===== config.mk =====
export PLATFORM = sky130hd
export DESIGN_NAME = load_cmd_decoder_flat
export DESIGN_NICKNAME = d
export VERILOG_FILES = /design/src/verilog/loader_pkg.sv /design/src/verilog/spi_bus.sv /design/src/verilog/sdram_bus.sv /design/src/verilog/load_cmd_decoder.sv /design/src/flat_wrapper.sv
export SDC_FILE = /design/constraint.sdc
export NUM_CORES = 1
export LEC_CHECK = 0
export ABC_AREA = 1
export BUFFER_PORTS_ARGS = -buffer_cell sky130_fd_sc_hd__buf_2
export CAP_MARGIN = 15
export CORE_MARGIN = 5
export CORE_UTILIZATION = 45
export DETAILED_ROUTE_END_ITERATION = 7
export GPL_TIMING_DRIVEN = 0
export PLACE_DENSITY = 0.69
export SETUP_SLACK_MARGIN = 0.3
export SYNTH_ARGS = -nofsm -noshare
export SYNTH_HDL_FRONTEND = slang
export SYNTH_SLANG_ARGS = --single-unit

===== constraint.sdc =====
create_clock -name clk -period 1.4 [get_ports clk]
set_input_delay 0.28 -clock clk [delete_from_list [all_inputs] [get_ports clk]]
set_output_delay 0.28 -clock clk [all_outputs]
set_load 0.05 [all_outputs]

===== src/verilog/loader_pkg.sv =====
package loader_pkg;

    // three address bytes carry 7 + 8 + 7 bits of word address
    localparam int ADDR_W = 22;
    localparam int DATA_W = 16;

    localparam logic [7:0] CMD_WRITE = 8'd1;  // data bytes follow the address
    localparam logic [7:0] CMD_END   = 8'd2;  // host is done loading the image

    // decoder phases within one chip select window
    typedef enum logic [1:0] {
        ST_CMD,
        ST_ADDR,
        ST_DATA
    } cmd_state_t;

endpackage


===== src/verilog/spi_bus.sv =====
`timescale 1ns/10ps

// byte stream from the SPI receiver toward the command decoder
interface spi_bus ();

    logic [7:0] read;        // valid only while read_valid is high
    logic       read_valid;  // one pulse per received byte
    logic       transm_end;  // one pulse when chip select is released

    modport master (
        input read,
        input read_valid,
        input transm_end
    );

    modport slave (
        output read,
        output read_valid,
        output transm_end
    );

endinterface


===== src/verilog/sdram_bus.sv =====
`timescale 1ns/10ps

interface sdram_bus import loader_pkg::*; ();

    logic              req;         // single cycle, carries we, address and data
    logic              we;
    logic [ADDR_W-1:0] address;
    logic [DATA_W-1:0] data_write;
    logic              busy;        // high for the length of an access

    modport master (
        output req,
        output we,
        output address,
        output data_write,
        input  busy
    );

    modport slave (
        input  req,
        input  we,
        input  address,
        input  data_write,
        output busy
    );

endinterface


===== src/verilog/load_cmd_decoder.sv =====
`timescale 1ns/10ps

module load_cmd_decoder
    import loader_pkg::*;
(
    input  logic     clk,
    input  logic     rst_n,
    output logic     loading,
    spi_bus.master   spi,
    sdram_bus.master sdram
);
    cmd_state_t        state;
    logic [1:0]        addr_cnt;
    logic [7:0]        cmd;
    logic              high_byte;   // next data byte is the upper half of a word
    logic              first_word;  // no write issued yet in this transfer
    logic [ADDR_W-1:0] addr_q;
    logic [7:0]        data_lo;
    logic [7:0]        data_hi;
    logic              take_byte;
    logic              write_hi;

    assign take_byte = spi.read_valid && !spi.transm_end;
    assign write_hi  = take_byte && state == ST_DATA && cmd == CMD_WRITE && high_byte;

    assign sdram.address    = addr_q;
    assign sdram.data_write = {data_hi, data_lo};

    always_ff @(posedge clk) begin
        if (!rst_n) begin
            state      <= ST_CMD;
            addr_cnt   <= '0;
            high_byte  <= 1'b0;
            first_word <= 1'b0;
            loading    <= 1'b0;
            data_lo    <= '0;
            sdram.req  <= 1'b0;
            sdram.we   <= 1'b0;
        end else begin
            sdram.req <= 1'b0;
            if (spi.transm_end) begin
                state <= ST_CMD;  // a released chip select drops any partial parse
            end else if (spi.read_valid) begin
                case (state)
                    ST_CMD: begin
                        addr_cnt <= '0;
                        if (spi.read == CMD_END) begin
                            loading <= 1'b0;
                        end else begin
                            state <= ST_ADDR;
                        end
                    end
                    ST_ADDR: begin
                        addr_cnt <= addr_cnt + 2'd1;
                        if (addr_cnt == 2'd2) begin
                            high_byte  <= spi.read[0];  // lsb of the last address byte
                            first_word <= 1'b1;
                            state      <= ST_DATA;
                        end
                    end
                    ST_DATA: begin
                        if (cmd == CMD_WRITE) begin
                            loading   <= 1'b1;
                            high_byte <= !high_byte;
                            if (high_byte) begin
                                sdram.req  <= 1'b1;
                                sdram.we   <= 1'b1;
                                first_word <= 1'b0;
                            end else begin
                                data_lo <= spi.read;  // kept across transfers
                            end
                        end
                    end
                    default: state <= ST_CMD;
                endcase
            end
        end
    end

    always_ff @(posedge clk) begin
        if (take_byte && state == ST_CMD) begin
            cmd <= spi.read;
        end
        if (take_byte && state == ST_ADDR) begin
            case (addr_cnt)
                2'd0:    addr_q[21:15] <= spi.read[6:0];
                2'd1:    addr_q[14:7]  <= spi.read;
                2'd2:    addr_q[6:0]   <= spi.read[7:1];
                default: ;
            endcase
        end
        if (write_hi) begin
            data_hi <= spi.read;
            if (!first_word) begin
                addr_q <= addr_q + 1'b1;  // the first word goes to the given address
            end
        end
    end

    // a write carries a fully parsed address and both data bytes
    assert property (@(posedge clk) disable iff (!rst_n)
        sdram.req |-> !$isunknown({sdram.address, sdram.data_write}))
    else $error("load_cmd_decoder: write request with unknown address or data");

endmodule


===== src/flat_wrapper.sv =====
// flat-port wrapper written by rule: the top's interface ports become plain ports
module load_cmd_decoder_flat import loader_pkg::*;
  (clk, rst_n, loading, spi_read, spi_read_valid, spi_transm_end, sdram_req, sdram_we, sdram_address, sdram_data_write, sdram_busy);
  spi_bus spi_i ();
  sdram_bus sdram_i ();
  input  logic clk;
  input  logic rst_n;
  output logic loading;
  input wire logic [$bits(spi_i.read)-1:0] spi_read;
  input wire logic [$bits(spi_i.read_valid)-1:0] spi_read_valid;
  input wire logic [$bits(spi_i.transm_end)-1:0] spi_transm_end;
  output wire logic [$bits(sdram_i.req)-1:0] sdram_req;
  output wire logic [$bits(sdram_i.we)-1:0] sdram_we;
  output wire logic [$bits(sdram_i.address)-1:0] sdram_address;
  output wire logic [$bits(sdram_i.data_write)-1:0] sdram_data_write;
  input wire logic [$bits(sdram_i.busy)-1:0] sdram_busy;
  assign spi_i.read = spi_read;
  assign spi_i.read_valid = spi_read_valid;
  assign spi_i.transm_end = spi_transm_end;
  assign sdram_req = sdram_i.req;
  assign sdram_we = sdram_i.we;
  assign sdram_address = sdram_i.address;
  assign sdram_data_write = sdram_i.data_write;
  assign sdram_i.busy = sdram_busy;
  load_cmd_decoder u_core (.clk(clk), .rst_n(rst_n), .loading(loading), .spi(spi_i), .sdram(sdram_i));
endmodule

* After elaboration in Yosys (flattened, before gate mapping)
Index checks and enable logic that the tools add are counted.
** Storage, ports and cells
- Bits in latches :: 0
- ROM bits :: 0
- RAM bits :: 0
- Memories kept :: 0
- Register bits :: 55
** Operators by class
- Equality and inequality tests :: 11
- Reduce and logical (&&, ||, !) cells :: 22
- Multiply operators :: 0
- Div/mod/pow operators :: 0
- Bitwise gates (word level) :: 6
- Add/subtract/negate cells :: 2
- Mux-type cells :: 21
- $lt $le $gt $ge :: 0
- Shift-type cells :: 0
** Operators with widths (count)
- 2-to-1 mux 22 bit :: 3
- adder 22 x 1 -> 22 bit (second input constant) :: 1
- AND reduction 5 bit :: 4
- 2-to-1 mux 7 bit :: 2
- == test 8 x 1 -> 1 bit (second input constant) :: 1
- == test 8 x 2 -> 1 bit (second input constant) :: 1
- 2-to-1 mux 1 bit :: 8
- 2-to-1 mux 8 bit :: 1
- logical AND 1 bit :: 6
- inequality test 2 x 1 -> 1 bit (second input constant) :: 3
- NOT 1 bit :: 6
- case mux 1 bit (2 select lines) :: 3
- case mux 2 bit (3 select lines) :: 1
- AND reduction 6 bit :: 1
- nonzero test 2 bit :: 3
- OR reduction 5 bit :: 1
- == test 2 x 1 -> 1 bit (second input constant) :: 2
- == test 2 bit (second input constant) :: 2
- zero test 2 bit :: 2
- 2-to-1 mux 2 bit :: 2
- inequality test 2 bit (second input constant) :: 2
- case mux 2 bit (2 select lines) :: 1
- AND reduction 4 bit :: 1
- AND reduction 3 bit :: 1
- other kinds (3) :: 4

* Depth between registers and ports, before layout
Gate-level depths: netlist (run 1).
- Depth in word-level cells :: 6
- Mapped depth :: 10

* Worst setup path before layout (run 1)
OpenSTA, ideal clock, no wires.
- Path type :: register to register
- From :: reg u_core.addr_q[0], in the netlist u_core.sdram.address[0]
- To :: reg u_core.addr_q[16], in the netlist u_core.sdram.address[16]
- Stages on the path, launching flop included :: 9
- Path slack :: -379 ps
- Arrival time :: 1657 ps
- Data required time :: 1278 ps
- Cell sequence :: dfxtp_1 ha_1 nand2_1 nor2_1 nand2_1 nor2_4 nand3_1 nand3_1 o21ai_0
** Between the ends
- Longest elaborated chain between the ends :: 3
** Ends and longest elaborated chain
- start, declared :: line load_cmd_decoder.sv:17 : logic [ADDR_W-1:0] addr_q;
- start signal, assigned :: line load_cmd_decoder.sv:88 : 2'd2: addr_q[6:0] <= spi.read[7:1];
- start signal, assigned :: line load_cmd_decoder.sv:95 : addr_q <= addr_q + 1'b1;
- adder 22 x 1 -> 22 bit :: line load_cmd_decoder.sv:95
- 2-to-1 mux 22 bit :: line load_cmd_decoder.sv:94 : if (!first_word) begin
- 2-to-1 mux 22 bit :: line load_cmd_decoder.sv:92 : if (write_hi) begin
No other way between the ends.
A chain may end at the register's enable or synchronous reset.

* Final worst setup path (run 1)
- From :: reg u_core.state[0]
- To :: reg u_core.data_lo[6]
** Between the ends
- Longest elaborated chain between the ends :: 2
** Ends and longest elaborated chain
- start, declared :: line load_cmd_decoder.sv:12 : cmd_state_t state;
- start signal, assigned :: line load_cmd_decoder.sv:31 : state <= ST_CMD;
- start signal, assigned :: line load_cmd_decoder.sv:42 : state <= ST_CMD;
- start signal, assigned :: line load_cmd_decoder.sv:50 : state <= ST_ADDR;
- == test 2 bit :: line load_cmd_decoder.sv:44 : case (state)
- AND reduction 5 bit (no source line)
- end signal, assigned :: line load_cmd_decoder.sv:70 : data_lo <= spi.read;
- end, declared :: line load_cmd_decoder.sv:18 : logic [7:0] data_lo;
No other way between the ends.

==> results of run 1 <==
## state kept, by name (all words and copies together), names as in the netlist
register	count
u_core.addr_cnt	2
u_core.sdram.address	22
u_core.sdram.we	1
u_core.cmd	8
u_core.data_lo	8
u_core.first_word	1
u_core.data_hi	8
u_core.state	2
u_core.high_byte	1
u_core.loading	1
u_core.sdram.req	1
## placed cells by master, fill, tap and decap left out, types with 4 or more instances in the layout
| cell | count |
|---|---|
| nor2_2 | 8 |
| clkbuf_8 | 5 |
| buf_6 | 23 |
| nand2_4 | 5 |
| o21ai_1 | 8 |
| a21oi_2 | 4 |
| nand4_1 | 7 |
| nand2_1 | 130 |
| o21ai_2 | 9 |
| o21ai_0 | 11 |
| dfxtp_4 | 22 |
| buf_4 | 23 |
| dfxtp_2 | 13 |
| nand3_1 | 18 |
| nor2_1 | 61 |
| inv_1 | 53 |
| dfxtp_1 | 4 |
| edfxtp_1 | 16 |
| buf_8 | 35 |
| buf_2 | 12 |
| nand2_2 | 14 |
| nor2_4 | 13 |
| xor2_1 | 11 |
## path summary, 6_finish.rpt
| path | start | to | slack (ps) |
|---|---|---|---|
| min | spi_read[0] | u_core.data_hi[0] | 190 |
| min reg2reg | u_core.loading | u_core.loading | 490 |
| max reg2reg | u_core.state[0] | u_core.data_lo[6] | -150 |
| max | u_core.state[0] | u_core.data_lo[6] | -150 |
## through the flow
stage | util (%) | std cells | setup WS, ps | instance area (um^2) | setup TNS (ps)
floorplan | - | 445 | 19.05 | 3168 | 0
global route | 69.76 | 621 | -239.5 | 4687 | -6538
detailed placement | 52.51 | 577 | -203.7 | 3528 | -4378
global placement | 52.51 | 577 | -147.4 | 3528 | -2804
finish | 69.76 | 621 | -150.6 | 4687 | -2894
CTS | 65.07 | 610 | -48.68 | 4372 | -1063
## repair_timing
action                     in CTS  in global routing
pin swaps                      15                 25
resized for setup             166                 80
setup buffers                  22                  8
setup endpoints to repair      96                 96
cloned                          3                  3
## layer usage
metal / share of wire, % / routed length, um / vias to the layer above
met2: 49 / 4610 / 140
met1: 40 / 3780 / 1511
met3: 7.9 / 744 / 20
met5: 0 / 0 / -
li1: - / - / 1582
met4: 2.6 / 248 / 0
## power by group through the flow
stage | sequential, mW | combinational, mW | clock [mW]
detailed placement | 1.85 | 0.613 | 0
global placement | 1.85 | 0.605 | 0
global route | 1.85 | 0.897 | 1.06
CTS | 1.84 | 0.795 | 0.998
finish | 1.83 | 0.838 | 0.981
floorplan | 2.05 | 0.239 | 0
## cells by family after synthesis
logic type | count (synthesis) | synth area share, %
compound gates | 37 | 6.664
simple gates | 264 | 36.25
flops | 55 | 40.96
fa+ha+maj | 7 | 2.844
buf+inv | 68 | 9.305
xor+xnor | 14 | 3.982
## layout make-up
class                      instances  area share (%)
buffer                             8           1.949
clock buffer                       5           1.468
clock inverter                     3          0.6674
inverter                          60           5.152
multi-input combinational        322           38.31
sequential                        55           29.02
tap                               80           2.136
timing repair buffer              88           21.30
==> results by group, run 1 <==
Status
  • Outcome: complete, but fails checks
  • Failing checks: setup timing

Logic synthesis
  • Count leader, synth: nand2_1
  • Synth unique cells: 29
  • Number of synthesized register bits: 55
  • Mapped cell area: roughly 3000 um^2
  • FFs w/ async S/R, synth: 0%
  • Syn_nets: 465
  • Yosys warns: 0
  • Gate Count Post-Synth: 445
  • Register area share after synthesis: 40.96%
  • Yosys top cell by area: dfxtp_1
  • Yosys top cell area share: 25.36%
  • Post-synth top flop: dfxtp_1
  • Top post-synthesis cells by count: nand2_1 (146), nor2_1 (75), inv_1 (59)
  • Avg Synthesized Cell Area: 6.920 um^2
  • Synth area leaders: dfxtp_1 (25%), nand2_1 (18%), edfxtp_1 (16%)
  • Post-synth EDFFs: 16

Floorplanning
  • Core region area: 6719 um^2
  • Die height: ~93 um
  • IO Pins: 54
  • Die X: 92.72 um
  • Die area: 8597 um^2
  • Initial Util: 45.83%
  • FP Rows: 30

Worst setup path
  • CP peak stage delay: 350 ps
  • CP Class: register to register
  • CP startpoint kind: register
  • Crit path DAT: 1780 ps
  • Crit end category: register
  • CP Max Fanout: 5
  • Crit path buffers/inverters: 4
  • Critical-path cell list: inv_2 > ha_4 > buf_6 > clkinvlp_4 > nor2_4 > nand4_4 > buf_6 > nor2_1 > nor2_1
  • Slowest CP cell: dfxtp_2
  • Worst-case reg-to-reg path depth: 9
  • WP data required: 1620 ps
  • Worst path depth: 9
  • Top delay family on crit path: simple AND/OR/NAND/NOR gates

Pwr
  • Sw power: 1.218 mW
  • Maximum vdd drop: 0.4728 mV
  • Power Density: 779.6 nW/um^2
  • Total power: between 3 and 4 mW
  • Comb power frac: 22.9%
  • Sequential fraction of design power: 50.2%
  • Int Power: 2.436 mW
  • Clock power share: about 27%
  • Fraction of power spent switching nets: about a third
  • Lkg Pwr: 2.114 nW

Timing
  • Final Skew: 10.92 ps
  • Count of final hold-check violations: 0
  • Period utilization: 110.8%
  • RSZ-0062 raised after global routing: yes
  • Actual slew at the worst max-slew pin: 267.0 ps
  • Worst hold slack: 192.5 ps
  • Rel. slew slack: 82.18%
  • Slew Viols, Final: 0
  • Final worst slack: -150.6 ps
  • Final min period: roughly 1600 ps
  • Max Freq: around 640 MHz
  • Setup violations, final: 48

Min path
  • Hold Path Class: input port to register
  • Hold Path Depth: 1

GRT
  • GR Util met2: between 30 and 40%
  • GRT Total Usage: about a fifth
  • Initial antenna violation count: 0
  • GRT Max-Usage Layer: met2
  • Met1 Use GR: 26.69%
  • GR Util met3: 3.168%
  • Remaining Overflow, GRT: 0
  • First-pass GRT wire length: 14150 um
  • Largest net degree at the start of global routing: 21
  • Number of global-route vias before repair: between 2000 and 3000

Place
  • IO buf count: 52
  • Placer congestion estimate: roughly 0.94
  • Hpwl dp: 6012 um

Clock tree
  • Count of clock tree sinks: 55
  • CTS tree: done
  • Worst skew pair latency: 320 ps
  • Worst-path clk slew: 110 ps
  • CTS Hold Bufs: 0
  • CTS Buf Count: 5
  • CTS Root Cell: clkbuf_8
  • Max Root-Sink Buffers: 2
  • H-Tree Depth: 2

Route
  • Total number of vias: 3253
  • First-iteration detailed-routing DRC count: about 270
  • DRT Pass-1 Iters: 4
  • Routed WL per cell: ~15 um
  • Antenna Violating Nets Remaining: 0
  • WL final: 9384 um
  • DRC errors left: 0
  • Vias/cell: 5.238

Layout
  • ANT cells: 0
  • Register area: 1360 um^2
  • # fillers: 488
  • Share of cells above drive strength 1: 39.00%
  • Area of the multi-input gates: 1795 um^2
  • P&R area growth vs syn: 52.21%
  • Layout Nets: 560

Run
  • Max cap viols: 0
No activity file was read; power rests on OpenSTA's default activity.
==> run 2: changes to the inputs <==
--- a/config.mk
+++ b/config.mk
@@ -9,10 +9,10 @@
 export BUFFER_PORTS_ARGS = -buffer_cell sky130_fd_sc_hd__buf_2
 export CAP_MARGIN = 15
 export CORE_MARGIN = 5
-export CORE_UTILIZATION = 45
+export CORE_UTILIZATION = 30
 export DETAILED_ROUTE_END_ITERATION = 7
 export GPL_TIMING_DRIVEN = 0
-export PLACE_DENSITY = 0.69
+export PLACE_DENSITY = 0.5
 export SETUP_SLACK_MARGIN = 0.3
 export SYNTH_ARGS = -nofsm -noshare
 export SYNTH_HDL_FRONTEND = slang
==> run 2 against run 1 <==
Net effect: the run still ends with setup timing left; combinational power rose by 2%; clock power rose by 13%; first-iteration DRC count fell by 37%; power rose by 4.1%; critical path depth rose by 1; sequential power barely moved; non-clock buffer count rose by 2; count of clock-buffer cells in the layout did not move; cell area rose by 0.61%; register-to-register slack improved by 70 ps; sequential cell count did not move; maximum frequency rose by 4.9%; critical endpoint is now u_core.sdram.address[4]; largest power group unchanged.
==> results by group, run 2 (synthesis results as in run 1) <==
Timing
  • Actual slew at the worst max-slew pin: 252.7 ps (-14.32 ps)
  • Final Skew: 12.60 ps (+1.675 ps)
  • Period utilization: 105.6% (-5.2 points)
  • Final setup TNS: -1608 ps (+1286 ps)
  • Max Freq: 676.5 MHz (+4.9%)
  • Slew Viols, Final: 0 (unchanged)
  • RSZ-0062 raised after global routing: yes
  • Final worst slack: -78.16 ps (+72.40 ps)
  • Final min period: 1478 ps (-72.40 ps)
  • Setup violations, final: 36 (-25%)
  • Rel. slew slack: 83.14% (+0.96 points)
  • Count of final hold-check violations: 0 (unchanged)

Floorplanning
  • Die height: 111.3 um (+20%)
  • Die X: 111.3 um (+20%)
  • Die area: 12390 um^2 (+44%)
  • Initial Util: 30.23% (-16 points)
  • FP Rows: 37 (+23%)
  • IO Pins: 54 (unchanged)
  • Core region area: 10180 um^2 (+52%)

Worst setup path
  • CP startpoint kind: register
  • CP Max Fanout: 6 (+1)
  • CP peak stage delay: 380 ps (+30 ps)
  • Crit path DAT: 1710 ps (-70 ps)
  • Slowest CP cell: dfxtp_4
  • CP Class: register to register
  • Critical-path cell list: inv_4 > ha_4 > inv_4 > nor2_4 > nand2_4 > buf_6 > nand2_1 > o21ai_2 > nand2_4 > o21ai_2
  • WP data required: 1630 ps (about the same)
  • Crit path buffers/inverters: 3 (-1)
  • Top delay family on crit path: simple AND/OR/NAND/NOR gates
  • Crit end category: register

Layout
  • Commonest non-fill, non-tap cells in the layout: nand2_1 (136), nor2_1 (60), inv_1 (55), buf_4 (29), buf_6 (28)
  • # fillers: 1029 (+110%)
  • Max reg flops: 22 (unchanged)
  • Most common cell after layout, fill and taps aside: nand2_1
  • ANT cells: 0 (unchanged)
  • Fin area: 4716 um^2 (+0.61%)
  • P&R area growth vs syn: 53.15%
  • Layout Nets: 562 (+0.36%)
  • Share of cells above drive strength 1: 37.57% (-1.4 points)

Clock tree
  • Count of clock tree sinks: 55 (unchanged)
  • CTS Root Cell: clkbuf_8
  • Worst skew pair latency: 320 ps (about the same)
  • CTS Hold Bufs: 0 (unchanged)
  • Max Root-Sink Buffers: 2 (unchanged)
  • CTS tree: done
  • H-Tree Depth: 2 (unchanged)
  • CTS Buf Count: 5 (unchanged)
  • Worst-path clk slew: 110 ps (about the same)

Place
  • Placer congestion estimate: 0.8193 (-13%)
  • Post-DP Area: 3598 um^2 (+2.0%)
  • Hpwl dp: 6523 um (+8.5%)
  • IO buf count: 52 (unchanged)

GRT
  • Initial antenna violation count: 0 (unchanged)
  • First-pass GRT wire length: 15060 um (+6.4%)
  • GRT Total Usage: 14.76% (-5.9 points)
  • Remaining Overflow, GRT: 0 (unchanged)
  • Number of global-route vias before repair: 3031 (+4.1%)
  • Largest net degree at the start of global routing: 18 (-14%)

Route
  • Antenna Violating Nets Remaining: 0 (unchanged)
  • Total number of vias: 3048 (-6.3%)
  • First-iteration detailed-routing DRC count: 168 (-37%)
  • DRT Pass-1 Iters: 4 (unchanged)
  • Metal2 WL: 4380 um (-5.0%)
  • WL met3: 375 um (-50%)
  • WL final: 9202 um (-1.9%)
  • Met1 wire length: 4302 um (+14%)
  • Routed WL per cell: 13.55 um (-10%)
  • DRC errors left: 0 (unchanged)
  • Vias/cell: 4.489 (-14%)
  • Top Layer Used: met4

Run
  • Max cap viols: 0 (unchanged)

Pwr
  • Total power: 3.802 mW (+4.1%)
  • Power Density: 806.3 nW/um^2 (+3.4%)
  • Maximum vdd drop: 0.5658 mV (+20%)
  • Lkg Pwr: 2.132 nW (+0.86%)

Status
  • Failing checks: setup timing
  • Outcome: complete, but fails checks

Min path
  • Hold Path Class: input port to register
run 2: layout make-up:
type,count,area (um^2),area share [%]
Sequential cell,55,1333,28.26
Inverter,60,237.7,5.041
Tap cell,136,170.2,3.608
Buffer,8,87.58,1.857
Multi-Input combinational cell,322,1807,38.31
Clock buffer,5,68.82,1.459
Clock inverter,3,43.79,0.9286
Timing Repair Buffer,90,968.4,20.54
run 2: final timing paths:
path / startpoint / to / slack (ps) / depth (start not counted)
worst max-delay path: u_core.state[1] / u_core.sdram.address[4] / -80 / 10
worst min-delay path: spi_read[0] / u_core.data_hi[0] / 180 / 1
worst max register to register: u_core.state[1] / u_core.sdram.address[4] / -80 / 10
worst min register to register: u_core.addr_cnt[1] / u_core.addr_cnt[1] / 500 / 2
run 2: report_power, final:
part | switching (mW) | internal [mW]
Combinational | 0.504 | 0.353
Sequential | 0.111 | 1.73
Clock | 0.573 | 0.534
Total | 1.19 | 2.62
run 2: worst register-to-register path: cells and delay by family (launching register included):
family | cells | cell delay, ps
and+or+nand+nor | 4 | 480
DFF | 1 | 380
buffers and inverters | 3 | 260
adders and majority gates | 1 | 140
AOI/OAI and AO/OA | 2 | 120
run 2: through the flow:
step	setup slack [ps]	utilization, %	hold WS (ps)	std cells
6_report	-78.16	46.30	182.1	679
5_1_grt	-179.8	46.30	170.4	679
4_1_cts	-71.51	44.82	163.8	671
3_5_place_dp	-260.0	35.33	451.9	633
3_3_place_gp	-267.3	35.33	435.4	633
2_1_floorplan	19.05	-	378.9	445
run 2: per-layer routing:
| layer | up-vias | global-route usage [%] |
|---|---|---|
| li1 | 1574 | - |
| met3 | 13 | 2.784 |
| met5 | - | 0 |
| met1 | 1401 | 19.20 |
| met4 | 0 | 4.217 |
| met2 | 60 | 25.01 |
run 2: what timing repair did:
action,CTS,global route
setup buffers,27,8
setup endpoints to repair,96,96
cloned,3,0
pin swaps,15,18
resized for setup,183,29
