===== src/verilog/spi_bus.sv =====
`timescale 1ns/10ps

// byte stream from the SPI receiver toward the command decoder
interface spi_bus ();

    logic [7:0] read;        // valid only while read_valid is high
    logic       read_valid;  // one pulse per received byte
    logic       transm_end;  // one pulse when chip select is released

    modport master (
        input read,
        input read_valid,
        input transm_end
    );

    modport slave (
        output read,
        output read_valid,
        output transm_end
    );

endinterface


===== src/verilog/spi_byte_rx.sv =====
`timescale 1ns/10ps

// SPI mode 0 byte receiver, sclk must stay at or below clk/4
module spi_byte_rx (
    input  logic  clk,
    input  logic  rst_n,
    input  logic  sclk,
    input  logic  mosi,
    input  logic  cs_n,
    spi_bus.slave spi
);
    logic [2:0] sclk_sync;  // two synchronizer stages plus one for edge detection
    logic [2:0] cs_sync;
    logic [1:0] mosi_sync;
    logic [2:0] bit_cnt;
    logic [7:0] shift;
    logic       sclk_rise;
    logic       cs_rise;
    logic       cs_fall;
    logic       cs_active;

    assign sclk_rise = sclk_sync[1] & ~sclk_sync[2];
    assign cs_rise   = cs_sync[1] & ~cs_sync[2];
    assign cs_fall   = ~cs_sync[1] & cs_sync[2];
    assign cs_active = ~cs_sync[1];

    // the shift register already holds the full byte when read_valid fires
    assign spi.read = shift;

    always_ff @(posedge clk) begin
        if (!rst_n) begin
            sclk_sync      <= '0;
            cs_sync        <= '1;  // chip select idles high
            bit_cnt        <= '0;
            spi.read_valid <= 1'b0;
            spi.transm_end <= 1'b0;
        end else begin
            sclk_sync      <= {sclk_sync[1:0], sclk};
            cs_sync        <= {cs_sync[1:0], cs_n};
            spi.read_valid <= 1'b0;
            spi.transm_end <= cs_rise;

            if (cs_fall) begin
                bit_cnt <= '0;  // a new transfer always starts on a byte boundary
            end else if (sclk_rise && cs_active) begin
                bit_cnt        <= bit_cnt + 3'd1;
                spi.read_valid <= (bit_cnt == 3'd7);
            end
        end
    end

    always_ff @(posedge clk) begin
        mosi_sync <= {mosi_sync[0], mosi};  // same delay as the sclk path
        if (sclk_rise && cs_active) begin
            shift <= {shift[6:0], mosi_sync[1]};  // MSB first
        end
    end

    // sclk rising edges must be at least four clk cycles apart
    assert property (@(posedge clk) disable iff (!rst_n)
        sclk_rise |-> !$past(sclk_rise, 1) && !$past(sclk_rise, 2)
                      && !$past(sclk_rise, 3))
    else $error("spi_byte_rx: sclk runs faster than clk/4");

endmodule


===== src/flat_wrapper.sv =====
// flat-port wrapper written by rule: the top's interface ports become plain ports
module spi_byte_rx_flat 
  (clk, rst_n, sclk, mosi, cs_n, spi_read, spi_read_valid, spi_transm_end);
  spi_bus spi_i ();
  input  logic clk;
  input  logic rst_n;
  input  logic sclk;
  input  logic mosi;
  input  logic cs_n;
  output wire logic [$bits(spi_i.read)-1:0] spi_read;
  output wire logic [$bits(spi_i.read_valid)-1:0] spi_read_valid;
  output wire logic [$bits(spi_i.transm_end)-1:0] spi_transm_end;
  assign spi_read = spi_i.read;
  assign spi_read_valid = spi_i.read_valid;
  assign spi_transm_end = spi_i.transm_end;
  spi_byte_rx u_core (.clk(clk), .rst_n(rst_n), .sclk(sclk), .mosi(mosi), .cs_n(cs_n), .spi(spi_i));
endmodule

===== config.mk =====
export PLATFORM = sky130hd
export DESIGN_NAME = spi_byte_rx_flat
export DESIGN_NICKNAME = d
export VERILOG_FILES = /design/src/verilog/spi_bus.sv /design/src/verilog/spi_byte_rx.sv /design/src/flat_wrapper.sv
export SDC_FILE = /design/constraint.sdc
export NUM_CORES = 1
export LEC_CHECK = 0
export ABC_AREA = 1
export BUFFER_PORTS_ARGS = -buffer_cell sky130_fd_sc_hd__clkbuf_2
export CORE_MARGIN = 3
export CORE_UTILIZATION = 49
export CTS_CLUSTER_DIAMETER = 80
export DETAILED_ROUTE_END_ITERATION = 16
export HOLD_SLACK_MARGIN = 0.02
export PLACE_DENSITY = 0.73
export SLEW_MARGIN = 40
export SYNTH_ARGS = -nofsm -noshare
export SYNTH_HDL_FRONTEND = slang
export SYNTH_SLANG_ARGS = --single-unit

===== constraint.sdc =====
create_clock -name clk -period 1.3 [get_ports clk]
set_input_delay 0 -clock clk [delete_from_list [all_inputs] [get_ports clk]]
set_output_delay 0 -clock clk [all_outputs]
set_load 0.03 [all_outputs]

# Word level (Yosys, flattened, before mapping)
# Cells that the tools add are included.
# classes
n_addsub	1
bitwise	8
reduce_logical	3
eq_ne	1
# ops
cell	n
1-bit inverter	5
3-bit by 1-bit adder with 3-bit output (second input constant)	1
1-bit bitwise AND	3
3-bit == test (second input constant)	1
3-bit OR reduction	1
2-bit OR reduction	1
1-bit logical AND	1
# totals
in_bits	5
word_cells	20
register_bits	21

# Depth between registers and ports, before layout
# Gate-level depths: netlist of run 1.
# depth
ltp_word	5
depth_mapped	6

# Worst setup path after synthesis of run 1
# No wires, ideal clock.
# synth_timing
path_kind	reg2reg
from	register u_core.bit_cnt[0]
to	register u_core.bit_cnt[2]
arrival_ns	0.881
n_path_buf	0
path_stages_with_launch	5
setup_slack_ns	0.306
path_cell_list	dfxtp_1 -> ha_1 -> ha_1 -> nor2_1 -> nor2_1
# synth_via
elab_chain_cells	1
# synth_lines
element	line	rtl
start, declared	spi_byte_rx.sv:15	logic [2:0] bit_cnt;
start signal, assigned	spi_byte_rx.sv:46	bit_cnt <= bit_cnt + 3'd1;
3-bit by 1-bit adder with 3-bit output	spi_byte_rx.sv:46	
# Every way passes these cells.
# A chain may end at the register's enable or synchronous reset.

# Worst setup path in the final report of run 1
# layout_timing
from	input rst_n
to	register u_core.cs_sync[0]
# layout_rtl
element	line	rtl
start, declared	flat_wrapper.sv:6	input logic rst_n;
end signal, assigned	spi_byte_rx.sv:39	cs_sync <= {cs_sync[1:0], cs_n};
end, declared	spi_byte_rx.sv:13	logic [2:0] cs_sync;
# No word-level cell between the ends.

==> results of run 1 <==
## worst paths after layout
path	startpoint	endpoint	slack [ns]	cells after the start
max	rst_n	u_core.cs_sync[0]$_SDFF_PN1_	0.17	4
min	mosi	u_core.mosi_sync[0]$_DFF_P_	0.35	2
max reg2reg	u_core.bit_cnt[0]$_SDFFE_PP0P_	u_core.bit_cnt[2]$_SDFFE_PP0P_	0.24	4
min reg2reg	u_core.mosi_sync[0]$_DFF_P_	u_core.mosi_sync[1]$_DFF_P_	0.36	0
## layout make-up
| class | instances | area [um2] |
|---|---|---|
| Multi-Input combinational cell | 26 | 135 |
| Tap cell | 14 | 17.5 |
| Sequential cell | 21 | 500 |
| Timing Repair Buffer | 19 | 120 |
| Fill cell | 93 | 357 |
| Inverter | 12 | 45.0 |
| Clock buffer | 4 | 26.3 |
## per-layer routing
| layer | GRT usage | wire, um | share of wire | vias up |
|---|---|---|---|---|
| met5 | 0 | 0 | 0 | - |
| met4 | 0.0542 | 8 | 0.0087 | 0 |
| met3 | 0.0415 | 38 | 0.041 | 2 |
| met2 | 0.192 | 477 | 0.52 | 9 |
| met1 | 0.121 | 396 | 0.43 | 193 |
| li1 | - | - | - | 229 |
## power groups by stage
stage	clock (mW)	combinational [mW]	sequential, mW
final	0.288	0.0443	0.698
after global routing	0.324	0.0496	0.699
after CTS	0.298	0.0447	0.698
after detailed placement	0	0.0331	0.713
after global placement	0	0.0315	0.712
after floorplan	0	0.0198	0.715
## stage by stage
step | setup slack (ns) | cell area, um2 | hold slack (ns)
2_1_floorplan | 0.306 | 686 | 0.0277
3_3_place_gp | 0.290 | 768 | 0.104
3_5_place_dp | 0.244 | 768 | 0.113
4_1_cts | 0.175 | 845 | 0.347
5_1_grt | 0.116 | 845 | 0.340
6_report | 0.166 | 845 | 0.354
## registers in the layout, summed over array words and instances, names as in the netlist
signal and flops:
u_core.cs_sync 3, u_core.sclk_sync 3, u_core.mosi_sync 2, u_core.spi.read_valid 1, u_core.spi.transm_end 1, u_core.bit_cnt 3
u_core.spi.read 8
## cell families (layout without fill, tap and decap cells)
| group | after synthesis | after routing | synth area share |
|---|---|---|---|
| buffers and inverters | 13 | 35 | 0.0730 |
| DFF | 21 | 21 | 0.730 |
| AOI/OAI and AO/OA | 1 | 1 | 0.00729 |
| and+or+nand+nor | 23 | 23 | 0.153 |
| adders and majority gates | 2 | 2 | 0.0365 |
## cells in the mapped netlist
master	instances
inv_2	3
edfxtp_1	8
dfxtp_1	13
nand4_1	1
nor2_1	6
buf_2	1
a21oi_1	1
inv_1	9
nand2_2	1
nand2_1	14
nand3_4	1
ha_1	2
==> results.md, run 1 <==
* Post-route DRC at 0
* Area leader, netlist: dfxtp_1
* I/O Pins at 15
* Post-detail-place hpwl at 668 um
* Post-cts sizing count at 0
* Reg clk slew, reported paths at 0.10 ns
* P_sw at 0.198 mW
* Clock sink count at 21
* CP max FO at 8
* Longest Clk Path Bufs at 2
* Cts hold-fix bufs at 5
* Most frequent cells in the layout: 14 x nand2_1, 14 x clkbuf_2, 13 x dfxtp_1, 9 x inv_1, 8 x edfxtp_1
* Cells after synthesis at 60
* Cell count after placement at 87
* Setup TNS at 0 ns
* Worst slew pin tran at 0.178 ns
* CP required at 1.49 ns
* Drt wl/cell at 9.60 um
* Synth warn at 0
* Share of layout cells above drive strength 1 at 0.268
* Total number of vias at 433
* Diodes inserted at 0
* Synthesized flop and latch total at 21
* CP Capture Type: flip-flop
* Worst-Skew Late Latency at just under 0.3 ns
* Seq/Total Area, Yosys at 0.730
* Max-cap violations at 0
* Top cell type's share of synthesized area at 0.380
* Gate power share at 0.043
* Critical path type: in -> reg
* Max Fclk at 882 MHz
* Largest net degree at the start of global routing at 12
* Number of vias per cell at 4.51
* Post-Syn Nets at 67
* Antenna violations before repair at 0
* Cell Area, Synth at 686 um2
* Slew headroom at 0.881
* Status: complete, no violations
* Vias in the first global route at 383
* Postcts setup bufs at 0
* RSZ-0062 raised after global routing: false
* Tightest Hold Check Type: in -> reg
* Power after layout at 1.03 mW
* Fin crit period at between 1 and 1.5 ns
* CP Cell Sequence: dlygate4sd3_1 > clkbuf_2 > nand2_1 > dlygate4sd3_1
* Setup Skew at approximately 0.0048 ns
* # rows at 12
* Leakage at about 0.41 nW
* Die width at 43.4 um
* IO buf count at 14
* Placer congestion estimate at a little over 0.6
* Sw frac at 0.192
* Cell repeated most along the worst path: dlygate4sd3_1
* Initial DRC count at 8
* Largest stage delay, worst path at 0.54 ns
* Area growth from synthesis to layout at 23.2%
* Cell-internal power at 0.832 mW
* Post-Layout Cell Count at 96
* Total routed wirelength at 922 um
* CTS tree: built
* Final hold vios at 0
* Clock power share at 0.279
* Critical path's slowest cell: dlygate4sd3_1
* Htree depth at 1
* Synthesized area per cell at around 11 um2
* Worst path bufs/invs at 3
* GRT Total Usage at 0.112
* CP Launch Type: input pin
* Worst EP arrival at 1.32 ns
* Core area at 0.00120 mm2
* Power per Cell Area at 1220 mW/mm2
* Final Core Density at 0.703
* VDD IR-drop max at 0.843 mV
* Die Y-Extent at 43.4 um
* Final nets at 90
* Die ar. at 0.00188 mm2
* Clock root buffer: clkbuf_4
* First-pass GRT wire length at between 1500 and 2000 um
* Fin crit share at 0.872
* Final setup fails at 0
* Synth unique cells at 12
* Flop pwr share at 0.677
* Crit-path leading delay family: buffers and inverters
* Max-slew violations at 0
* Area contributors post-synth: dfxtp_1 38%, edfxtp_1 35%, nand2_1 7.7%, inv_1 4.9%, ha_1 3.6%
* TritonCTS buffer count at 3
* Post-DRT Antenna Nets at 0
* Grt total ovfl at 0
* DRT Pass-1 Iters at 4
* Initial core utilization at 0.571
Power figures use the tool's default switching activity.
==> run 2, diff against run 1 <==
--- a/config.mk
+++ b/config.mk
@@ -5,14 +5,13 @@
 export SDC_FILE = /design/constraint.sdc
 export NUM_CORES = 1
 export LEC_CHECK = 0
-export ABC_AREA = 1
 export BUFFER_PORTS_ARGS = -buffer_cell sky130_fd_sc_hd__clkbuf_2
 export CORE_MARGIN = 3
-export CORE_UTILIZATION = 49
+export CORE_UTILIZATION = 48
 export CTS_CLUSTER_DIAMETER = 80
 export DETAILED_ROUTE_END_ITERATION = 16
 export HOLD_SLACK_MARGIN = 0.02
-export PLACE_DENSITY = 0.73
+export PLACE_DENSITY = 0.72
 export SLEW_MARGIN = 40
 export SYNTH_ARGS = -nofsm -noshare
 export SYNTH_HDL_FRONTEND = slang
==> run 2 against run 1 <==
  * Sequential cell count stayed put
  * Register-to-register slack got worse by 0.02 ns
  * Largest power group unchanged
  * Maximum frequency shrank 4.1%
  * Routed wire length is 0.65% higher
  * Highest routed layer unchanged
==> results.md, run 2 <==
* Status: complete, no violations
* Critical path's slowest cell: dlygate4sd3_1
* Main synth FF type: dfxtp_1
* R2r startpoint: u_core.bit_cnt[0]$_SDFFE_PP0P_
* Leakage at 0.350 nW (-15%)
* Total routed wirelength at 928 um (+0.65%)
* Critical path type: in -> reg
* CP required at 1.50 ns (about the same)
* Slew headroom at 0.883 (+0.00226)
* Total number of vias at 368 (-15%)
* Longest Clk Path Bufs at 2 (unchanged)
* Async set-reset flop share out of synthesis at 0 (unchanged)
* DRT Pass-1 Iters at 2 (-2)
* Largest stage delay, worst path at 0.54 ns (about the same)
* Initial core utilization at 0.549 (-0.0223)
* Synth unique cells at 12 (unchanged)
* Post-DRT Antenna Nets at 0 (unchanged)
* Diodes inserted at 0 (unchanged)
* Post-Syn Nets at 48 (-28%)
* Post-route DRC at 0 (unchanged)
* Grt total ovfl at 0 (unchanged)
* Fin crit share at 0.909 (+0.0371)
* Cells after synthesis at 41 (-32%)
* Fin crit period at 1.18 ns (+0.0482 ns)
* Area contributors post-synth: dfxtp_1 40%, edfxtp_1 37%, ha_1 3.8%, nand2b_1 3.8%, mux2i_1 3.1%
* Top-count cell post-synth: dfxtp_1
* Die ar. at 0.00183 mm2 (-2.7%)
* Seq/Total Area, Yosys at 0.769 (+0.0393)
* Tightest Hold Check Type: in -> reg
* Commonest cells post-synth: 13 x dfxtp_1, 8 x edfxtp_1, 4 x nand2b_1
* Postcts setup bufs at 0 (unchanged)
* Vias in the first global route at 360 (-6.0%)
* Final nets at 74 (-18%)
* RSZ-0062 raised after global routing: false
* Most common cell after layout, fill and taps aside: clkbuf_2
* Max-slew violations at 0 (unchanged)
* Synthesized flop and latch total at 21 (unchanged)
* Die width at 42.8 um (-1.4%)
* Post-cts sizing count at 0 (unchanged)
* Drt wl/cell at 11.6 um (+21%)
* CP Capture Type: flip-flop
* Area growth from synthesis to layout at 30.0%
* First-pass GRT wire length at 1640 um (+6.8%)
* Clock sink count at 21 (unchanged)
* Core area at 0.00119 mm2 (-1.2%)
* Initial DRC count at 3 (-5)
* Largest net degree at the start of global routing at 13 (+1)
* GRT Total Usage at 0.127 (+0.0147)
* TritonCTS buffer count at 3 (unchanged)
* Worst slew pin tran at 0.174 ns (-0.00438 ns)
* VDD IR-drop max at 0.727 mV (-14%)
* Number of vias per cell at 4.60 (+2.0%)
* Final setup fails at 0 (unchanged)
* CP Launch Type: input pin
* Clock root buffer: clkbuf_4
* Share of layout cells above drive strength 1 at 0.318 (+0.0499)
* Max Fclk at 846 MHz (-4.1%)
* CP max FO at 9 (+1)
* Most frequent cells in the layout: 14 x clkbuf_2, 13 x dfxtp_1, 8 x edfxtp_1, 6 x dlygate4sd3_1, 4 x nand2b_1
* Htree depth at 1 (unchanged)
* Post-synth EDFFs at 8 (unchanged)
* Setup TNS at 0 ns (unchanged)
* I/O Pins at 15 (unchanged)
* Antenna violations before repair at 0 (unchanged)
* Top cell type's share of synthesized area at 0.400 (+0.0204)
* Setup Skew at 0.00630 ns (+0.00153 ns)
* Max reg flops at 8 (unchanged)
* CP Cell Sequence: dlygate4sd3_1 > clkbuf_2 > and2_1 > dlygate4sd3_1
* Cell count after placement at 70 (-20%)
* Cell Area, Synth at 651 um2 (-5.1%)
* Power per Cell Area at 1230 mW/mm2 (+0.64%)
* Max-cap violations at 0 (unchanged)
* Cell repeated most along the worst path: dlygate4sd3_1
* Worst-Skew Late Latency at 0.30 ns (about the same)
* Area leader, netlist: dfxtp_1
* Hold Startpoint: mosi
* Post-Layout Cell Count at 80 (-17%)
* CTS tree: built
* Reg clk slew, reported paths at 0.11 ns (about the same)
* Crit. Startpoint: rst_n
* Synth warn at 0 (unchanged)
* Placer congestion estimate at 0.632 (+2.7%)
* Worst EP arrival at 1.38 ns (+0.06 ns)
* Post-detail-place hpwl at 654 um (-2.0%)
* Die Y-Extent at 42.8 um (-1.4%)
* Final hold vios at 0 (unchanged)
* # rows at 12 (unchanged)
* IO buf count at 14 (unchanged)
* Synthesized area per cell at 15.9 um2 (+39%)
-- run 2: cell types whose count changed after synthesis, sizes merged, moves of 2 or more --
| cell | delta |
|---|---|
| mux2i | +2 |
| and2 | +3 |
| inv | -12 |
| nand2 | -13 |
| nor2 | -2 |
| nand2b | +4 |
-- run 2: worst max-delay path, delay by kind of cell --
family                 cells  cell delay [ns]
buffers and inverters      3             1.23
and+or+nand+nor            1             0.15
-- run 2: layer usage --
| metal | vias up | part of all wire | global-route usage |
|---|---|---|---|
| met2 | 11 | 0.46 | 0.192 |
| met5 | - | 0 | 0 |
| met4 | 0 | 0.024 | 0.0745 |
| met3 | 3 | 0.073 | 0.0678 |
| li1 | 188 | - | - |
| met1 | 166 | 0.44 | 0.138 |
-- run 2: what timing repair did --
action	in CTS	in global routing
hold buffers	6	0
endpoints found under the setup margin	0	0
hold endpoints to repair	7	0
-- run 2: per-stage QoR --
step	total power [mW]	setup WS (ns)	util	area, um2	hold WS (ns)
finish	1.04	0.118	0.713	846	0.334
global route	1.09	0.0735	0.713	846	0.324
CTS	1.05	0.122	0.713	846	0.317
detailed placement	0.741	0.225	0.639	758	0.107
global placement	0.739	0.247	0.639	758	0.104
floorplan	0.726	0.149	-	651	0.0277
-- run 2: path summary, 6_finish.rpt --
path,end,slack (ns),cells after the start
worst max-delay path,u_core.sclk_sync[0]$_SDFF_PN0_,0.12,4
worst min register to register,u_core.mosi_sync[1]$_DFF_P_,0.34,0
worst min-delay path,u_core.mosi_sync[0]$_DFF_P_,0.33,2
worst max register to register,u_core.bit_cnt[2]$_SDFFE_PP0P_,0.22,4
-- run 2: kinds of logic (layout without fill, tap and decap cells) --
logic type               count (synthesis)  in the layout  share of synthesized area
flip-flops                              21             21                      0.769
AND/OR/NAND/NOR                         15             15                      0.148
adder cells (fa/ha/maj)                  2              2                     0.0385
multiplexers                             2              2                     0.0308
XOR/XNOR                                 1              1                     0.0135
buffers and inverters                    0             25                          0
-- run 2: cell type report --
type / count / area (um2)
repair buffers: 21 / 150
well taps: 14 / 17.5
clock inverters: 1 / 5.00
fillers: 91 / 340
clock buffers: 3 / 22.5
multi-input cells: 20 / 150
flip-flops and latches: 21 / 500
-- run 2: power breakdown --
part	leakage [nW]	switching, mW	internal (mW)
Sequential	0.179	0.00557	0.691
Combinational	0.153	0.0170	0.0252
Clock	0.0177	0.185	0.115
==> run 3, diff against run 2 <==
--- a/config.mk
+++ b/config.mk
@@ -5,13 +5,14 @@
 export SDC_FILE = /design/constraint.sdc
 export NUM_CORES = 1
 export LEC_CHECK = 0
-export BUFFER_PORTS_ARGS = -buffer_cell sky130_fd_sc_hd__clkbuf_2
+export BUFFER_PORTS_ARGS = -buffer_cell sky130_fd_sc_hd__buf_2
 export CORE_MARGIN = 3
 export CORE_UTILIZATION = 48
 export CTS_CLUSTER_DIAMETER = 80
 export DETAILED_ROUTE_END_ITERATION = 16
 export HOLD_SLACK_MARGIN = 0.02
-export PLACE_DENSITY = 0.72
+export PLACE_DENSITY = 0.69
+export SKIP_CTS_REPAIR_TIMING = 1
 export SLEW_MARGIN = 40
 export SYNTH_ARGS = -nofsm -noshare
 export SYNTH_HDL_FRONTEND = slang
==> run 3 against run 2 <==
  * Maximum frequency rose by 3.7%
  * Critical path type unchanged
  * Worst setup slack better by 0.042 ns
  * Combinational power is 6.6% lower
  * Core utilization is 1.9 points lower
  * Critical endpoint is now u_core.cs_sync[0]$_SDFF_PN1_
==> results.md, run 3 (same netlist as run 2, synthesis figures left out) <==
* Hold Crit Endpoint: u_core.mosi_sync[0]$_DFF_P_
* Clock power share at 0.286 (-0.002)
* Die ar. at 0.00183 mm2 (unchanged)
* RSZ-0062 raised after global routing: false
* Reg clk slew, reported paths at 0.11 ns (about the same)
* Clock root buffer: clkbuf_4
* Most frequent cells in the layout: 14 x buf_2, 13 x dfxtp_1, 8 x edfxtp_1, 5 x dlygate4sd3_1, 4 x nand2b_1
* DRT Pass-1 Iters at 4 (+2)
* Critical path type: in -> reg
* Post-route DRC at 0 (unchanged)
* First-pass GRT wire length at 1650 um (+0.86%)
* Total number of vias at 392 (+6.5%)
* Max Fclk at 877 MHz (+3.7%)
* Multi-input gate area at 150 um2 (unchanged)
* Drt wl/cell at 12.9 um (+11%)
* Initial core utilization at 0.549 (unchanged)
* Sw frac at 0.198 (-0.00203)
* WHS Path Cells at 2 (unchanged)
* R2r startpoint: u_core.bit_cnt[0]$_SDFFE_PP0P_
* Flop2flop setup slack at 0.18 ns (-0.04 ns)
* CP max FO at 1 (-8)
* Placer congestion estimate at 0.732 (+16%)
* I/O Pins at 15 (unchanged)
* Gate power share at 0.038 (-0.003)
* Design area at 823 um2 (-2.7%)
* TritonCTS buffer count at 3 (unchanged)
* Max reg flops at 8 (unchanged)
* Reg2Reg Depth at 4 (unchanged)
* Power per Cell Area at 1250 mW/mm2 (+2.1%)
* Largest net degree at the start of global routing at 13 (unchanged)
* Grt total ovfl at 0 (unchanged)
* CTS tree: built
* Leakage at 0.341 nW (-2.6%)
* Fin crit period at 1.14 ns (-0.0421 ns)
* Total routed wirelength at 1020 um (+9.6%)
* Reg2reg end: u_core.bit_cnt[2]$_SDFFE_PP0P_
* Area growth from synthesis to layout at 26.5%
* Cell-internal power at 0.828 mW (-0.34%)
* Worst slew pin tran at 0.169 ns (-0.00483 ns)
* Die width at 42.8 um (unchanged)
* Placed cell areas at 746 um2 (-1.7%)
* Htree depth at 1 (unchanged)
* Flop pwr share at 0.676 (+0.005)
* Final hold vios at 0 (unchanged)
* Antenna violations before repair at 0 (unchanged)
* Post-DRT Antenna Nets at 0 (unchanged)
* Clock sink count at 21 (unchanged)
* VDD IR-drop max at 0.658 mV (-9.4%)
* Hold Startpoint: mosi
* Setup ws final at 0.160 ns (+0.0421 ns)
* Worst hold slack at 0.334 ns (+0.000138 ns)
* Final setup fails at 0 (unchanged)
* Worst EP arrival at 1.32 ns (-0.06 ns)
* Initial DRC count at 3 (unchanged)
* Number of fill cells at 82 (-9.9%)
* Fin crit share at 0.877 (-0.0324)
* # rows at 12 (unchanged)
* CP required at 1.48 ns (-0.02 ns)
* Vias in the first global route at 360 (unchanged)
* IO buf count at 14 (unchanged)
* CP Capture Type: flip-flop
* Diodes inserted at 0 (unchanged)
* Share of layout cells above drive strength 1 at 0.323 (+0.00490)
* Longest Clk Path Bufs at 2 (unchanged)
* CP Launch Type: input pin
* Final nets at 73 (-1.4%)
* Tightest Hold Check Type: in -> reg
* Post-detail-place hpwl at 761 um (+16%)
* GRT Total Usage at 0.132 (+0.00531)
* Register area at 500 um2 (unchanged)
* Number of vias per cell at 4.96 (+7.9%)
* Die Y-Extent at 42.8 um (unchanged)
* Place WS at 0.192 ns (-0.0327 ns)
* Most common cell after layout, fill and taps aside: buf_2
* Slew headroom at 0.886 (+0.00324)
* Worst-Skew Late Latency at 0.29 ns (about the same)
* Setup TNS at 0 ns (unchanged)
* Setup Skew at 0.00632 ns (+0.0000183 ns)
* Max-slew violations at 0 (unchanged)
* Max-cap violations at 0 (unchanged)
* Core area at 0.00119 mm2 (unchanged)
* Status: complete, no violations
* P_sw at 0.204 mW (-1.6%)
[run 3: worst max path at each step]
stage                     slack, ns                      startpoint  depth (start not counted)                             end
after global placement         0.24    u_core.cs_sync[1]$_SDFF_PN1_                          4  u_core.bit_cnt[2]$_SDFFE_PP0P_
final                          0.16                            cs_n                          4    u_core.cs_sync[0]$_SDFF_PN1_
after global routing           0.05    u_core.cs_sync[1]$_SDFF_PN1_                          4  u_core.bit_cnt[1]$_SDFFE_PP0P_
after detailed placement       0.19  u_core.bit_cnt[0]$_SDFFE_PP0P_                          4  u_core.bit_cnt[2]$_SDFFE_PP0P_
after floorplan                0.15    u_core.cs_sync[1]$_SDFF_PN1_                          3  u_core.bit_cnt[1]$_SDFFE_PP0P_
after CTS                      0.18  u_core.bit_cnt[0]$_SDFFE_PP0P_                          4  u_core.bit_cnt[2]$_SDFFE_PP0P_
[run 3: final cells by class]
type                            count  share of cell area
Multi-Input combinational cell     20               0.182
Tap cell                           14              0.0213
Timing Repair Buffer               20               0.155
Clock buffer                        3              0.0274
Clock inverter                      1             0.00608
Sequential cell                    21               0.608
[run 3: worst max-delay path, cell delays in order]
cell and delay (ns):
dlygate4sd3_1 0.53, buf_2 0.12, nand2b_1 0.12, dlygate4sd3_1 0.56
[run 3: power by group through the flow]
stage | sequential, mW | clock (mW) | combinational [mW]
2_1_floorplan | 0.714 | 0 | 0.0119
3_3_place_gp | 0.711 | 0 | 0.0265
3_5_place_dp | 0.713 | 0 | 0.0276
4_1_cts | 0.698 | 0.312 | 0.0277
5_1_grt | 0.700 | 0.335 | 0.0435
6_report | 0.698 | 0.295 | 0.0394
[run 3: through the flow]
step	power, mW	utilization	instances
floorplan	0.726	-	41
global placement	0.738	0.629	70
detailed placement	0.741	0.629	70
CTS	1.04	0.652	74
global route	1.08	0.694	79
finish	1.03	0.694	79
[run 3: metal layers]
layer	up-vias	GRT usage	routed length, um
met3	4	0.0254	57
met1	187	0.136	408
met4	0	0.112	6
met2	14	0.225	544
met5	-	0	0
li1	187	-	-
